==> config.mk <==
export PLATFORM = sky130hd
export DESIGN_NAME = ahb_out_stage
export DESIGN_NICKNAME = d
export VERILOG_FILES = /design/src/hw/ahb_out_pkg.sv /design/src/hw/ahb_addr_if.sv /design/src/hw/ahb_out_arbiter.sv /design/src/hw/ahb_addr_mux.sv /design/src/hw/ahb_data_mux.sv /design/src/hw/ahb_ready_lock.sv /design/src/hw/ahb_out_stage.sv
export SDC_FILE = /design/constraint.sdc
export NUM_CORES = 1
export LEC_CHECK = 0
export BUFFER_PORTS_ARGS = -buffer_cell sky130_fd_sc_hd__buf_4
export CAP_MARGIN = 0
export CORE_AREA = 5 5 165 167
export CTS_BUF_LIST = sky130_fd_sc_hd__clkbuf_16
export DETAILED_ROUTE_END_ITERATION = 8
export DIE_AREA = 0 0 170 172
export PLACE_DENSITY = 0.41
export SYNTH_ARGS = -nofsm -noshare
export SYNTH_HDL_FRONTEND = slang
export SYNTH_HIERARCHICAL = 1
export SYNTH_SLANG_ARGS = --single-unit
==> constraint.sdc <==
create_clock -name HCLK -period 3.23 [get_ports HCLK]
set_clock_uncertainty 0.15 [all_clocks]
set_input_delay 0.323 -clock HCLK [delete_from_list [all_inputs] [get_ports HCLK]]
set_output_delay 0.323 -clock HCLK [all_outputs]
set_load 0.005 [all_outputs]
==> src/hw/ahb_out_pkg.sv <==
// Widths, port count, HTRANS encodings and arbiter state type for the AHB output stage

package ahb_out_pkg;

  // ----------------------------------------------------------
  // Sizes
  // ----------------------------------------------------------
  localparam int N_PORTS  = 4;                // Master-side input ports
  localparam int PORT_W   = $clog2(N_PORTS);  // Port index width
  localparam int ADDR_W   = 32;               // HADDR width
  localparam int DATA_W   = 32;               // HWDATA width

  localparam int SIZE_W   = 3;                // HSIZE width
  localparam int BURST_W  = 3;                // HBURST width
  localparam int PROT_W   = 4;                // HPROT width
  localparam int MASTER_W = 4;                // HMASTER width

  // ----------------------------------------------------------
  // Types
  // ----------------------------------------------------------
  typedef logic [PORT_W-1:0] port_idx_t;      // Input port number
  typedef logic [1:0]        trans_t;         // HTRANS field

  // HTRANS encodings
  localparam trans_t HTRANS_IDLE   = 2'b00;   // No transfer
  localparam trans_t HTRANS_BUSY   = 2'b01;   // Burst pause
  localparam trans_t HTRANS_NONSEQ = 2'b10;   // First beat or single
  localparam trans_t HTRANS_SEQ    = 2'b11;   // Following beat

  // Arbiter state
  // A lock holds the grant across beats and across cycles
  // where the master addresses some other slave
  typedef enum logic [1:0] {
    ARB_IDLE  = 2'b00,                        // Nothing granted
    ARB_GRANT = 2'b01,                        // Port granted, unlocked
    ARB_LOCK  = 2'b10                         // Locked sequence owns grant
  } arb_state_e;

endpackage

==> src/hw/ahb_addr_if.sv <==
// Interface carrying the selected address phase inside the output stage

`timescale 1ns/100ps

interface ahb_addr_if import ahb_out_pkg::*; ();

  logic                sel;       // HSEL of granted port
  trans_t              trans;     // Transfer type
  logic                write;     // Direction
  logic [SIZE_W-1:0]   size;      // Transfer size
  logic [BURST_W-1:0]  burst;     // Burst type
  logic [PROT_W-1:0]   prot;      // Protection
  logic [MASTER_W-1:0] master;    // Master ID
  logic                mastlock;  // Locked transfer
  logic [ADDR_W-1:0]   addr;      // Address

  // Address mux drives everything
  modport mux (output sel, trans, write, size, burst, prot, master, mastlock, addr);

  // Ready and lock tracking only watch these
  modport mon (input sel, trans, mastlock);

  // Top-level view onto the slave outputs
  modport out (input sel, trans, write, size, burst, prot, master, mastlock, addr);

endinterface

==> src/hw/ahb_out_arbiter.sv <==
// Round-robin arbiter with lock hold for the shared slave port

`timescale 1ns/100ps

module ahb_out_arbiter import ahb_out_pkg::*; (
  input  logic               HCLK,          // AHB clock
  input  logic               HRESETn,       // Sync reset, active low
  input  logic [N_PORTS-1:0] i_req,         // Per-port request
  input  logic               i_hreadymux,   // Address phase accepted
  input  logic               i_hlock_arb,   // Masked HMASTLOCK
  output port_idx_t          o_grant_port,  // Granted port
  output logic               o_no_port      // Nothing granted
);

  // ----------------------------------------------------------
  // State
  // ----------------------------------------------------------
  arb_state_e arb_state;                    // Current state
  arb_state_e next_state;                   // Next state
  port_idx_t  grant_port;                   // Grant, also last-granted pointer
  port_idx_t  next_port;                    // Next grant
  logic       no_port;                      // Nothing granted
  logic       next_no_port;                 // Next no_port
  port_idx_t  scan_idx;                     // Candidate in round-robin scan
  logic       found;                        // Scan hit a requester

  // ----------------------------------------------------------
  // Next grant
  // ----------------------------------------------------------
  always_comb
  begin
    found        = 1'b0;
    scan_idx     = grant_port;
    next_port    = grant_port;              // Default keep
    next_no_port = no_port;
    next_state   = arb_state;

    if ((arb_state == ARB_LOCK) || i_hlock_arb)
    begin
      // Locked owner keeps the port
      next_state = i_hlock_arb ? ARB_LOCK : ARB_GRANT;
    end
    else
    begin
      // Upward search from port after last grant, current port last
      for (int off = 1; off <= N_PORTS; off++)
      begin
        scan_idx = grant_port + port_idx_t'(off);   // Wraps at N_PORTS
        if (!found && i_req[scan_idx])
        begin
          found     = 1'b1;
          next_port = scan_idx;
        end
      end

      if (found)
      begin
        next_state   = ARB_GRANT;
        next_no_port = 1'b0;
      end
      else
      begin
        next_state   = ARB_IDLE;            // Pointer stays put
        next_no_port = 1'b1;
      end
    end
  end

  // ----------------------------------------------------------
  // Registers, advance only on accepted phases
  // ----------------------------------------------------------
  always_ff @(posedge HCLK)
  begin
    if (!HRESETn)
    begin
      arb_state  <= ARB_IDLE;
      grant_port <= port_idx_t'(N_PORTS - 1);   // Port 0 wins first
      no_port    <= 1'b1;
    end
    else if (i_hreadymux)
    begin
      arb_state  <= next_state;
      grant_port <= next_port;
      no_port    <= next_no_port;
    end
  end

  assign o_grant_port = grant_port;
  assign o_no_port    = no_port;

endmodule

==> src/hw/ahb_addr_mux.sv <==
// Address and control multiplexer for the granted input port

`timescale 1ns/100ps

module ahb_addr_mux import ahb_out_pkg::*; (
  input  port_idx_t           i_grant_port,         // Granted port
  input  logic                i_no_port,            // Nothing granted
  input  logic [N_PORTS-1:0]  i_sel,                // Per-port HSEL
  input  logic [ADDR_W-1:0]   i_addr     [N_PORTS], // Per-port HADDR
  input  trans_t              i_trans    [N_PORTS], // Per-port HTRANS
  input  logic [N_PORTS-1:0]  i_write,              // Per-port HWRITE
  input  logic [SIZE_W-1:0]   i_size     [N_PORTS], // Per-port HSIZE
  input  logic [BURST_W-1:0]  i_burst    [N_PORTS], // Per-port HBURST
  input  logic [PROT_W-1:0]   i_prot     [N_PORTS], // Per-port HPROT
  input  logic [MASTER_W-1:0] i_master   [N_PORTS], // Per-port HMASTER
  input  logic [N_PORTS-1:0]  i_mastlock,           // Per-port HMASTLOCK
  ahb_addr_if.mux             addr_o                // Selected address phase
);

  // ----------------------------------------------------------
  // Port select
  // ----------------------------------------------------------
  always_comb
  begin
    if (i_no_port)
    begin
      // Idle bus, everything low
      addr_o.sel      = 1'b0;
      addr_o.trans    = HTRANS_IDLE;
      addr_o.write    = 1'b0;
      addr_o.size     = '0;
      addr_o.burst    = '0;
      addr_o.prot     = '0;
      addr_o.master   = '0;
      addr_o.mastlock = 1'b0;
      addr_o.addr     = '0;
    end
    else
    begin
      // Index covers every port, no fallback case
      addr_o.sel      = i_sel[i_grant_port];
      addr_o.trans    = i_trans[i_grant_port];
      addr_o.write    = i_write[i_grant_port];
      addr_o.size     = i_size[i_grant_port];
      addr_o.burst    = i_burst[i_grant_port];     // Passed through as is
      addr_o.prot     = i_prot[i_grant_port];
      addr_o.master   = i_master[i_grant_port];
      addr_o.mastlock = i_mastlock[i_grant_port];
      addr_o.addr     = i_addr[i_grant_port];
    end
  end

endmodule

==> src/hw/ahb_data_mux.sv <==
// Data-phase port register and write data multiplexer

`timescale 1ns/100ps

module ahb_data_mux import ahb_out_pkg::*; (
  input  logic              HCLK,                // AHB clock
  input  logic              HRESETn,             // Sync reset, active low
  input  port_idx_t         i_grant_port,        // Address-phase port
  input  logic              i_hreadymux,         // Address phase accepted
  input  logic [DATA_W-1:0] i_wdata   [N_PORTS], // Per-port HWDATA
  output logic [DATA_W-1:0] o_hwdata             // Slave HWDATA
);

  port_idx_t data_port;                          // Owner of current data phase

  // ----------------------------------------------------------
  // Data-phase owner
  // ----------------------------------------------------------
  // Follows the address phase by one accepted transfer
  always_ff @(posedge HCLK)
  begin
    if (!HRESETn)
    begin
      data_port <= '0;
    end
    else if (i_hreadymux)
    begin
      data_port <= i_grant_port;                 // Hold under wait states
    end
  end

  // Write data select
  assign o_hwdata = i_wdata[data_port];

endmodule

==> src/hw/ahb_ready_lock.sv <==
// Multiplexed ready generation and lock tracking for arbitration

`timescale 1ns/100ps

module ahb_ready_lock import ahb_out_pkg::*; (
  input  logic    HCLK,          // AHB clock
  input  logic    HRESETn,       // Sync reset, active low
  input  logic    i_hreadyout,   // Slave HREADYOUT
  ahb_addr_if.mon addr_i,        // Selected address phase
  output logic    o_hreadymux,   // Multiplexed HREADY
  output logic    o_hlock_arb    // Lock seen by the arbiter
);

  logic slave_sel;               // Slave owns current data phase
  logic hsel_lock;               // Locked sequence started here
  logic next_hsel_lock;          // Next hsel_lock
  logic lock_start;              // Locked transfer to this slave

  // ----------------------------------------------------------
  // Ready mux
  // ----------------------------------------------------------
  // Only a selected slave can stretch the data phase
  assign o_hreadymux = slave_sel ? i_hreadyout : 1'b1;

  always_ff @(posedge HCLK)
  begin
    if (!HRESETn)
      slave_sel <= 1'b0;
    else if (o_hreadymux)
      slave_sel <= addr_i.sel;
  end

  // ----------------------------------------------------------
  // Lock tracking
  // ----------------------------------------------------------
  // Master may address other slaves mid-sequence, HSEL drops but
  // the lock must survive until HMASTLOCK goes away
  assign lock_start = addr_i.sel & addr_i.mastlock &
                      ((addr_i.trans == HTRANS_NONSEQ) || (addr_i.trans == HTRANS_SEQ));

  always_comb
  begin
    if (lock_start)
      next_hsel_lock = 1'b1;
    else if (!addr_i.mastlock)
      next_hsel_lock = 1'b0;           // Sequence over
    else
      next_hsel_lock = hsel_lock;
  end

  always_ff @(posedge HCLK)
  begin
    if (!HRESETn)
      hsel_lock <= 1'b0;
    else if (o_hreadymux)
      hsel_lock <= next_hsel_lock;
  end

  // HMASTLOCK counts only if selected or already locked through us
  assign o_hlock_arb = addr_i.mastlock & (addr_i.sel | hsel_lock);

endmodule

==> src/hw/ahb_out_stage.sv <==
// AHB bus matrix output stage top level: arbiter, address, data and ready paths

`timescale 1ns/100ps

module ahb_out_stage import ahb_out_pkg::*; (
  input  logic                HCLK,                 // AHB clock
  input  logic                HRESETn,              // Sync reset, active low

  // Master-side input ports
  input  logic [N_PORTS-1:0]  i_sel,                // HSEL
  input  logic [N_PORTS-1:0]  i_held_tran,          // Pending transfer
  input  logic [ADDR_W-1:0]   i_addr     [N_PORTS], // HADDR
  input  trans_t              i_trans    [N_PORTS], // HTRANS
  input  logic [N_PORTS-1:0]  i_write,              // HWRITE
  input  logic [SIZE_W-1:0]   i_size     [N_PORTS], // HSIZE
  input  logic [BURST_W-1:0]  i_burst    [N_PORTS], // HBURST
  input  logic [PROT_W-1:0]   i_prot     [N_PORTS], // HPROT
  input  logic [MASTER_W-1:0] i_master   [N_PORTS], // HMASTER
  input  logic [N_PORTS-1:0]  i_mastlock,           // HMASTLOCK
  input  logic [DATA_W-1:0]   i_wdata    [N_PORTS], // HWDATA

  // Shared slave
  input  logic                i_hreadyoutm,         // Slave HREADYOUT

  output logic [N_PORTS-1:0]  o_active,             // One-hot granted port
  output logic                o_hselm,              // Slave select
  output logic [ADDR_W-1:0]   o_haddrm,             // Address
  output trans_t              o_htransm,            // Transfer type
  output logic                o_hwritem,            // Direction
  output logic [SIZE_W-1:0]   o_hsizem,             // Size
  output logic [BURST_W-1:0]  o_hburstm,            // Burst type
  output logic [PROT_W-1:0]   o_hprotm,             // Protection
  output logic [MASTER_W-1:0] o_hmasterm,           // Master ID
  output logic                o_hmastlockm,         // Locked transfer
  output logic                o_hreadymuxm,         // Multiplexed ready
  output logic [DATA_W-1:0]   o_hwdatam             // Write data
);

  // ----------------------------------------------------------
  // Internal signals
  // ----------------------------------------------------------
  logic [N_PORTS-1:0] req;             // Per-port request
  port_idx_t          grant_port;      // Address-phase port
  logic               no_port;         // Nothing granted
  logic               hreadymux;       // Accept strobe for all registers
  logic               hlock_arb;       // Lock into arbiter

  ahb_addr_if addr_bus ();             // Selected address phase

  // A port asks only when it has a transfer aimed at this slave
  assign req = i_held_tran & i_sel;

  // ----------------------------------------------------------
  // Arbitration
  // ----------------------------------------------------------
  ahb_out_arbiter u_arbiter (
    .HCLK         (HCLK),
    .HRESETn      (HRESETn),
    .i_req        (req),
    .i_hreadymux  (hreadymux),
    .i_hlock_arb  (hlock_arb),
    .o_grant_port (grant_port),
    .o_no_port    (no_port)
  );

  // Active flags
  always_comb
  begin
    o_active = '0;
    if (!no_port)
      o_active[grant_port] = 1'b1;
  end

  // ----------------------------------------------------------
  // Datapath
  // ----------------------------------------------------------
  ahb_addr_mux u_addr_mux (
    .i_grant_port (grant_port),
    .i_no_port    (no_port),
    .i_sel        (i_sel),
    .i_addr       (i_addr),
    .i_trans      (i_trans),
    .i_write      (i_write),
    .i_size       (i_size),
    .i_burst      (i_burst),
    .i_prot       (i_prot),
    .i_master     (i_master),
    .i_mastlock   (i_mastlock),
    .addr_o       (addr_bus.mux)
  );

  ahb_data_mux u_data_mux (
    .HCLK         (HCLK),
    .HRESETn      (HRESETn),
    .i_grant_port (grant_port),
    .i_hreadymux  (hreadymux),
    .i_wdata      (i_wdata),
    .o_hwdata     (o_hwdatam)
  );

  ahb_ready_lock u_ready_lock (
    .HCLK         (HCLK),
    .HRESETn      (HRESETn),
    .i_hreadyout  (i_hreadyoutm),
    .addr_i       (addr_bus.mon),
    .o_hreadymux  (hreadymux),
    .o_hlock_arb  (hlock_arb)
  );

  // ----------------------------------------------------------
  // Slave outputs
  // ----------------------------------------------------------
  assign o_hselm      = addr_bus.sel;
  assign o_haddrm     = addr_bus.addr;
  assign o_htransm    = addr_bus.trans;
  assign o_hwritem    = addr_bus.write;
  assign o_hsizem     = addr_bus.size;
  assign o_hburstm    = addr_bus.burst;
  assign o_hprotm     = addr_bus.prot;
  assign o_hmasterm   = addr_bus.master;
  assign o_hmastlockm = addr_bus.mastlock;
  assign o_hreadymuxm = hreadymux;      // Same ready fed back internally

endmodule

==> Yosys cells after proc, flatten, opt, wreduce, memory -nomap -nowiden <==
Index checks and enable logic that the tools add are counted.
{ "word_totals": {"reg_bits": 9, "latch_bits": 0, "ram_bits": 0, "romBits": 0, "wordCells": 107, "n_memories": 0} }
{ "op_classes": {"n_addsub": 3, "n_mul": 0, "div_mod_pow": 0, "magnitude_cmp": 7, "n_eq_ne": 4, "shifts": 0, "muxes": 65, "n_bitwise": 9, "n_reduce_logical": 13} }
{ "op_table": {"columns": ["cell", "count"], "rows": [
  ["$mux W32", 5],
  ["$bmux W32 S2", 2],
  ["$mux W4", 7],
  ["$mux W1", 24],
  ["$mux W3", 6],
  ["$bmux W4 S2", 2],
  ["$mux W2", 8],
  ["$bmux W1 S2", 7],
  ["$bmux W3 S2", 2],
  ["$lt A2 B3 Y1 const B", 4],
  ["$eq A2 B2 Y1 const B", 3],
  ["$ge A3 B3 Y1 const B", 2],
  ["$not A2 Y3", 2],
  ["$add A2 B2 Y2 const B", 2],
  ["$and A4 B4 Y4", 1],
  ["$bmux W2 S2", 1],
  ["$logic_and A1 B1 Y1", 4],
  ["$reduce_and A2 Y1", 2],
  ["$reduce_and A4 Y1", 1],
  ["$and A1 B1 Y1", 3],
  ["$logic_not A1 Y1", 3],
  ["$reduce_bool A3 Y1", 1],
  ["$add A2 B1 Y2 const B", 1],
  ["$demux W1 S2", 1],
  ["other kinds (5)", 7]
]} }

==> Logic depth before layout (Yosys ltp) <==
Gate-level depths: netlist of run 1.
{ "depth": {"ltp_word": 21, "mapped_depth": 9, "depth_no_buf": 6} }

==> By module <==
Netlist of run 1, hierarchy kept.
{ "modules_own_cells": {"columns": ["module", "n_inst", "cells_each", "area_per_inst_um2"], "rows": [
  ["ahb_addr_mux", 1, 179, 1596.5],
  ["ahb_data_mux", 1, 46, 894.6],
  ["ahb_out_arbiter", 1, 45, 377.9],
  ["ahb_ready_lock", 1, 9, 87.6],
  ["ahb_out_stage", 1, 8, 55.1]
]} }

==> Worst setup path before layout of run 1 <==
Ideal clock, no wire load.
{ "synth_path": {"path_kind": "register to register", "start": "reg u_arbiter.grant_port[1], in the netlist u_arbiter/o_grant_port[1]", "end": "reg u_arbiter.grant_port[0], in the netlist u_arbiter/o_grant_port[0]", "arrival_time_ps": 2248, "required_ps": 2957, "slack_ps": 709, "stages_incl_launch_ff": 10, "synth_period_minus_slack_ps": 2521, "cell_sequence": "dfxtp_1 buf_4 buf_12 buf_12 mux2i_1 o22ai_1 o21a_1 nand3b_1 a2111oi_2 mux2_1"} }
{ "synth_via": {"elab_cells_between_ends": 38} }
{ "synth_rtl": {"columns": ["item", "line_no", "rtl"], "rows": [
  ["start, declared", "ahb_out_arbiter.sv:20", "port_idx_t grant_port;"],
  ["start signal, assigned", "ahb_out_arbiter.sv:77", "grant_port <= port_idx_t'(N_PORTS - 1);"],
  ["start signal, assigned", "ahb_out_arbiter.sv:83", "grant_port <= next_port;"],
  ["$bmux W1 S2", "ahb_addr_mux.sv:41", "addr_o.sel = i_sel[i_grant_port];"],
  ["$mux W1 (implied by the code)", "ahb_addr_mux.sv:41", null],
  ["$mux W1", "ahb_addr_mux.sv:25", "if (i_no_port)"],
  ["named net o_hselm", "ahb_out_stage.sv:26", "output logic o_hselm,"],
  ["$or A1 B1 Y1", "ahb_ready_lock.sv:60", "assign o_hlock_arb = addr_i.mastlock & (addr_i.sel | hsel_lock);"],
  ["$and A1 B1 Y1", "ahb_ready_lock.sv:60", null],
  ["named net hlock_arb", "ahb_out_stage.sv:46", "logic hlock_arb;"],
  ["$logic_or A1 B1 Y1", "ahb_out_arbiter.sv:38", "if ((arb_state == ARB_LOCK) || i_hlock_arb)"],
  ["$not A1 Y1 (no source line)", null, null],
  ["$reduce_and A4 Y1 (no source line)", null, null]
]} }
The timed path passes the listed nets, and every way through them passes these cells. The select of a mux whose other input is x is not followed.
A chain may end at the register's enable or synchronous reset.

==> Worst setup path after layout of run 1 <==
{ "layout_path": {"start": "reg u_arbiter.grant_port[0], in the netlist u_arbiter/o_grant_port[0]", "end": "out o_htransm[1]"} }
{ "layout_via": {"elab_chain_len": 5} }
{ "layout_rtl": {"columns": ["item", "line_no", "rtl"], "rows": [
  ["$not A2 Y3 (implied by the code)", "ahb_addr_mux.sv:42", "addr_o.trans = i_trans[i_grant_port];"],
  ["$bmux W2 S2", "ahb_addr_mux.sv:42", null],
  ["$mux W2 (implied by the code) (2 in series)", "ahb_addr_mux.sv:42", null],
  ["$mux W2", "ahb_addr_mux.sv:25", null],
  ["end, declared", "ahb_out_stage.sv:28", "output trans_t o_htransm,"]
]} }
No other way between the ends. The select of a mux whose other input is x is not followed.

==> results of run 1 <==
[cell type report]
cell class	instances	area, um2
repair buffers	434	3280
inverters	3	11.3
diodes	2	5.00
multi-input cells	241	2470
fillers	2832	19200
clock buffers	3	75.1
flip-flops and latches	9	185
clock inverters	1	5.00
well taps	335	419
[flip-flops by register name, summed over array words and instances, names as in the netlist]
| name | cells |
|---|---|
| u_arbiter/arb_state | 2 |
| u_arbiter/o_grant_port | 2 |
| u_data_mux/data_port | 2 |
| u_arbiter/o_no_port | 1 |
| u_ready_lock/hsel_lock | 1 |
| u_ready_lock/slave_sel | 1 |
[synth_stat cells (3+ instances only)]
cell type    n
dfxtp_1      9
buf_4        6
mux4_2      30
nor2_1       6
nor3b_1      3
nand2b_1     4
mux2i_1    104
and2_1       4
nand2_1      5
mux4_1       3
nor2b_1      3
clkbuf_1     6
buf_12       7
buf_8        5
buf_2        5
o22ai_1     51
[metrics by stage]
stage,setup slack (ns),std cells,power [uW]
2_1_floorplan,0.709,287,2040
3_3_place_gp,0.770,1022,3120
4_1_cts,0.644,1026,3340
3_5_place_dp,0.725,1022,3110
6_report,0.641,1028,3270
5_1_grt,0.526,1028,3510
[power groups by stage]
stage                     Sequential, uW  Clock, uW  Combinational [uW]
after floorplan                      176          0                1860
after global placement               254          0                2860
after detailed placement             256          0                2850
after CTS                            254        223                2860
after global routing                 266        231                3010
final                                250        217                2800
[per-layer routing]
layer | vias up | share of wire
met2 | 179 | 0.54
met1 | 1921 | 0.37
met4 | 0 | 0.019
met3 | 14 | 0.068
li1 | 1993 | -
met5 | - | 0
[worst max-delay path by stage]
stage,from,endpoint,cells past startpoint,slack [ns]
floorplan,u_arbiter/o_grant_port[1],u_arbiter/o_grant_port[0],9,0.71
global placement,u_arbiter/o_grant_port[0],u_arbiter/o_grant_port[0],7,0.77
detailed placement,u_arbiter/o_grant_port[0],u_arbiter/o_grant_port[0],7,0.72
CTS,u_arbiter/o_grant_port[0],o_htransm[1],4,0.64
global route,u_arbiter/o_grant_port[0],o_htransm[1],4,0.53
finish,u_arbiter/o_grant_port[0],o_htransm[1],4,0.64
[cells by family (layout without fill, tap and decap cells)]
| family | after synthesis | in the layout | synth area share |
|---|---|---|---|
| muxes | 138 | 138 | 0.600 |
| AOI/OAI and AO/OA | 68 | 68 | 0.152 |
| buffers and inverters | 37 | 441 | 0.120 |
| and+or+nand+nor | 35 | 35 | 0.0685 |
| DFF | 9 | 9 | 0.0598 |
| other | 0 | 2 | 0 |
==> results.sh, run 1 <==
export IMPL_grt_overflow_total=0
export IMPL_status="finished clean"
export IMPL_vias=4107
export IMPL_fin_crit_sh=0.802
export IMPL_wl_per_cell_um=18.3
export IMPL_pwr_share_seq=0.077
export IMPL_clk_latency_ns=0.23
export IMPL_slew_headroom=0.577
export IMPL_crit_chain="or2_2 -> buf_4 -> o22ai_1 -> buf_4"
export IMPL_rr_worst_depth=7
export IMPL_end_kind="output pin"
export IMPL_ys_ff_latch=9
export IMPL_rows=59
export IMPL_drtPass1Iterations=4
export IMPL_r2r_slack_ns=0.74
export IMPL_antenna_found_initial=2
export IMPL_cts_setup_buffers=0
export IMPL_clkPwrFrac=0.066
export IMPL_min_from="HRESETn"
export IMPL_io_pins=427
export IMPL_gr_usage_met3=0.0219
export IMPL_final_common_cell="buf_4"
export IMPL_crit_type="flip-flop to output pin"
export IMPL_timing_rr_start="u_arbiter/o_grant_port[0]"
export IMPL_nets=1031
export IMPL_tightestPinTransition_ns=0.634
export IMPL_mostFrequentLayoutCells="buf_4, mux2i_1, o22ai_1"
export IMPL_cp_arrival_ns=2.12
export IMPL_crit_top_cell="buf_4"
export IMPL_final_util=0.252
export IMPL_grt_met2_usage=0.216
export IMPL_peakVddDrop_uv=360
export IMPL_leakagePower_uw=0.00349
export IMPL_fp_dieW_um=170
export IMPL_path_clk_slew_ns=0.04
export IMPL_cp_num_buf_inv=2
export IMPL_max_cap_violations=0
export IMPL_crit_fanout=49
export IMPL_final_layout_size_suffix_gt1_frac=0.693
export IMPL_fin_tns_setup_ns=0
export IMPL_fin_area_um2=6460
export IMPL_min_period_ns=2.59
export IMPL_synth_area_leader_cell="mux2i_1"
export IMPL_syn2layout_area_growth_pct=114
export IMPL_cp_start_kind="flip-flop"
export IMPL_swShare=0.416
export IMPL_dpl_cell_area_um2=6370
export IMPL_critPathTopFamily="buffers and inverters"
export IMPL_core_um2=25600
export IMPL_switchingPower_uw=1360
export IMPL_vias_per_cell=4.00
export IMPL_synth_area_per_cell_um2=10.5
export IMPL_met1_usage=0.130
export IMPL_critPathRequiredTime_ns=2.76
export IMPL_pwr_density_cell_nw_per_um2=507
export IMPL_grt_max_degree=72
export IMPL_cts_tree="yes"
export IMPL_p_int_uw=1910
export IMPL_synthFlopType="dfxtp_1"
export IMPL_async_flop_share=0
export IMPL_clock_sinks=9
export IMPL_max_clock_freq_mhz=386
export IMPL_synth_area_um2=3010
export IMPL_comb_power_share=0.857
export IMPL_hold_viol=0
export IMPL_yosys_top_cells_area="mux2i_1, mux4_2, o22ai_1"
export IMPL_start_util=0.118
export IMPL_detail_route_wirelength_um=18800
export IMPL_drv_slew=0
export IMPL_setup_viol=0
export IMPL_htree_levels=1
export IMPL_synth_edff_count=0
export IMPL_synth_warnings=6
export IMPL_synth_nets=626
export IMPL_die_h_um=172
export IMPL_dp_hpwl_um=16200
export IMPL_grt_setup_unrepaired="false"
export IMPL_yosysUniqueCellTypes=44
export IMPL_slowest_stage="dfxtp_1"
export IMPL_min_path_cells=2
export IMPL_drt_iter0_drc=116
export IMPL_post_route_drc_count=0
export IMPL_yosysTopAreaCellShare=0.346
export IMPL_reg2reg_to="u_arbiter/o_grant_port[0]"
export IMPL_critical_path_max_stage_delay_ns=0.63
export IMPL_antenna_left=0
export IMPL_numCtsBuffers=3
export IMPL_gp_congestion=0.789
export IMPL_min_path_type="input pin to flip-flop"
export IMPL_syn_inst=287
export IMPL_holdBufCountCts=0
export IMPL_clock_path_buffers=2
export IMPL_seq_area_frac_synth=0.0598
export IMPL_grt_pass1_vias=4308
export IMPL_grt_busiest_layer="met2"
export IMPL_root_buffer="clkbuf_16"
export IMPL_dieArea_um2=29200
export IMPL_holdPathEnd="u_arbiter/o_grant_port[1]"
export IMPL_grt_pass1_wl_um=25700
export IMPL_cts_resized=0
export IMPL_grt_usage=0.113
export IMPL_finalHoldWorstSlack_ns=0.188
export IMPL_portBuffers=426
No activity file was read; power rests on OpenSTA's default activity.
==> inputs of run 2 (changes only) <==
--- a/config.mk
+++ b/config.mk
@@ -7,11 +7,11 @@
 export LEC_CHECK = 0
 export BUFFER_PORTS_ARGS = -buffer_cell sky130_fd_sc_hd__buf_4
 export CAP_MARGIN = 0
-export CORE_AREA = 5 5 165 167
+export CORE_AREA = 5 5 163 165
 export CTS_BUF_LIST = sky130_fd_sc_hd__clkbuf_16
 export DETAILED_ROUTE_END_ITERATION = 8
-export DIE_AREA = 0 0 170 172
-export PLACE_DENSITY = 0.41
+export DIE_AREA = 0 0 168 170
+export PLACE_DENSITY = 0.43
 export SYNTH_ARGS = -nofsm -noshare
 export SYNTH_HDL_FRONTEND = slang
 export SYNTH_HIERARCHICAL = 1
==> constraint.sdc (replaced) <==
create_clock -name HCLK -period 2.2 [get_ports HCLK]
set_clock_uncertainty 0.15 [all_clocks]
set_input_delay 0.22 -clock HCLK [delete_from_list [all_inputs] [get_ports HCLK]]
set_output_delay 0.22 -clock HCLK [all_outputs]
set_load 0.005 [all_outputs]
==> run 2 against run 1 <==
- non-clock buffer count grew 5
- die area shrank 2.3%
- power grew 51%
- sequential power grew 16%
- first-iteration DRC count grew 32%
- hold slack lost 0.083 ns
- final cell count shrank 0.19%
- critical path depth grew 2
- global-route usage grew 0.25 points
- sequential share of layout area is essentially flat
- largest cell class unchanged
- routed wire length shrank 1.8%
- combinational power grew 54%
==> results.sh, run 2 (synthesis gave the netlist of run 1 again) <==
export IMPL_status="finished clean"
export IMPL_antenna_found_initial=1
export IMPL_die_h_um=170
export IMPL_final_common_cell="buf_4"
export IMPL_slew_headroom=0.653
export IMPL_end_kind="flip-flop"
export IMPL_cp_start_kind="flip-flop"
export IMPL_vias=4132
export IMPL_nets=1036
export IMPL_finalPower_uw=4930
export IMPL_clk_latency_ns=0.23
export IMPL_min_period_ns=2.12
export IMPL_dieArea_um2=28600
export IMPL_max_cap_violations=0
export IMPL_rows=58
export IMPL_dp_cells=1023
export IMPL_mostFrequentLayoutCells="buf_4, mux2i_1, o22ai_1"
export IMPL_crit_fanout=6
export IMPL_start_util=0.121
export IMPL_clock_sinks=9
export IMPL_dp_hpwl_um=15900
export IMPL_leakagePower_uw=0.00353
export IMPL_n_antenna_cell=0
export IMPL_grt_pass1_wl_um=26500
export IMPL_path_clk_slew_ns=0.04
export IMPL_grt_usage=0.116
export IMPL_max_clock_freq_mhz=471
export IMPL_grt_setup_unrepaired="true"
export IMPL_hold_viol=0
export IMPL_final_layout_size_suffix_gt1_frac=0.695
export IMPL_htree_levels=1
export IMPL_clock_path_buffers=2
export IMPL_tightestPinTransition_ns=0.520
export IMPL_vias_per_cell=4.03
export IMPL_drtPass1Iterations=4
export IMPL_final_util=0.263
export IMPL_critPathRequiredTime_ns=2.22
export IMPL_fillers=2726
export IMPL_antenna_left=0
export IMPL_cts_tree="yes"
export IMPL_min_path_type="input pin to flip-flop"
export IMPL_fin_crit_sh=0.966
export IMPL_final_cells=1026
export IMPL_root_buffer="clkbuf_16"
export IMPL_crit_type="flip-flop to flip-flop"
export IMPL_grt_overflow_total=0
export IMPL_cp_arrival_ns=2.14
export IMPL_wl_per_cell_um=18.0
export IMPL_pwr_density_cell_nw_per_um2=754
export IMPL_setup_viol=0
export IMPL_io_pins=427
export IMPL_cts_setup_buffers=0
export IMPL_fp_dieW_um=168
export IMPL_portBuffers=426
export IMPL_syn2layout_area_growth_pct=117
export IMPL_numCtsBuffers=3
export IMPL_grt_max_degree=78
export IMPL_drv_slew=0
export IMPL_peakVddDrop_uv=623
export IMPL_gp_congestion=0.840
export IMPL_post_route_drc_count=0
export IMPL_grt_pass1_vias=4428
export IMPL_core_um2=24900
export IMPL_drt_iter0_drc=153
export IMPL_detail_route_wirelength_um=18400
-- run 2: changes by cell type in the layout (fill, tap and decap cells not counted), sizes merged --
cell	before	now
buf	434	439
inv	3	4
clkinv	1	0
diode	2	0
-- run 2: worst max-delay path: stages (launching register included) --
cell	delay, ns
dfxtp_4	0.41
mux2i_1	0.26
o22ai_2	0.11
o21a_1	0.20
nand3b_1	0.28
or4_1	0.57
nand3_1	0.07
-- run 2: layout make-up --
class	count	area (um2)	share of cell area
clock buffer	3	75.1	0.0115
clock inverter	1	3.75	0.000574
timing repair buffer	439	3360	0.514
inverter	3	11.3	0.00172
multi-input combinational	241	2490	0.381
tap	330	413	0.0632
sequential	9	185	0.0283
-- run 2: metrics by stage --
stage	TNS, ns	setup slack [ns]	area, um2	hold WS [ns]
after floorplan	-0.217	-0.125	3030	0.154
after global placement	0	0.141	6440	0.321
after CTS	0	0.0108	6510	0.102
final	0	0.0754	6540	0.105
after detailed placement	0	0.0963	6440	0.333
after global routing	-0.0746	-0.0550	6540	0.109
-- run 2: final timing paths --
check | start | to | slack [ns] | cells after the start
worst max-delay path | u_arbiter/o_grant_port[1] | u_arbiter/o_grant_port[1] | 0.08 | 6
worst max register to register | u_arbiter/o_grant_port[1] | u_arbiter/o_grant_port[1] | 0.08 | 6
worst min register to register | u_arbiter/arb_state[1] | u_arbiter/arb_state[1] | 0.34 | 2
worst min-delay path | HRESETn | u_arbiter/o_grant_port[1] | 0.11 | 2
-- run 2: timing repair --
action,4_1_cts,5_1_grt
setup endpoints to repair,10,5
gates resized for setup,0,3
hold buffers,0,0
gates cloned,0,0
-- run 2: per-layer routing --
metal,share of wire,global-route usage,up-vias
met2,0.52,0.209,181
met4,0.0097,0.0145,2
met1,0.40,0.145,1940
li1,-,-,1999
met3,0.066,0.0260,10
met5,0.0011,0,-
-- run 2: where the power goes --
part           internal (uW)  switching, uW
Clock                    238           80.7
Sequential               222           66.1
Combinational           2440           1880
Total                   2900           2030
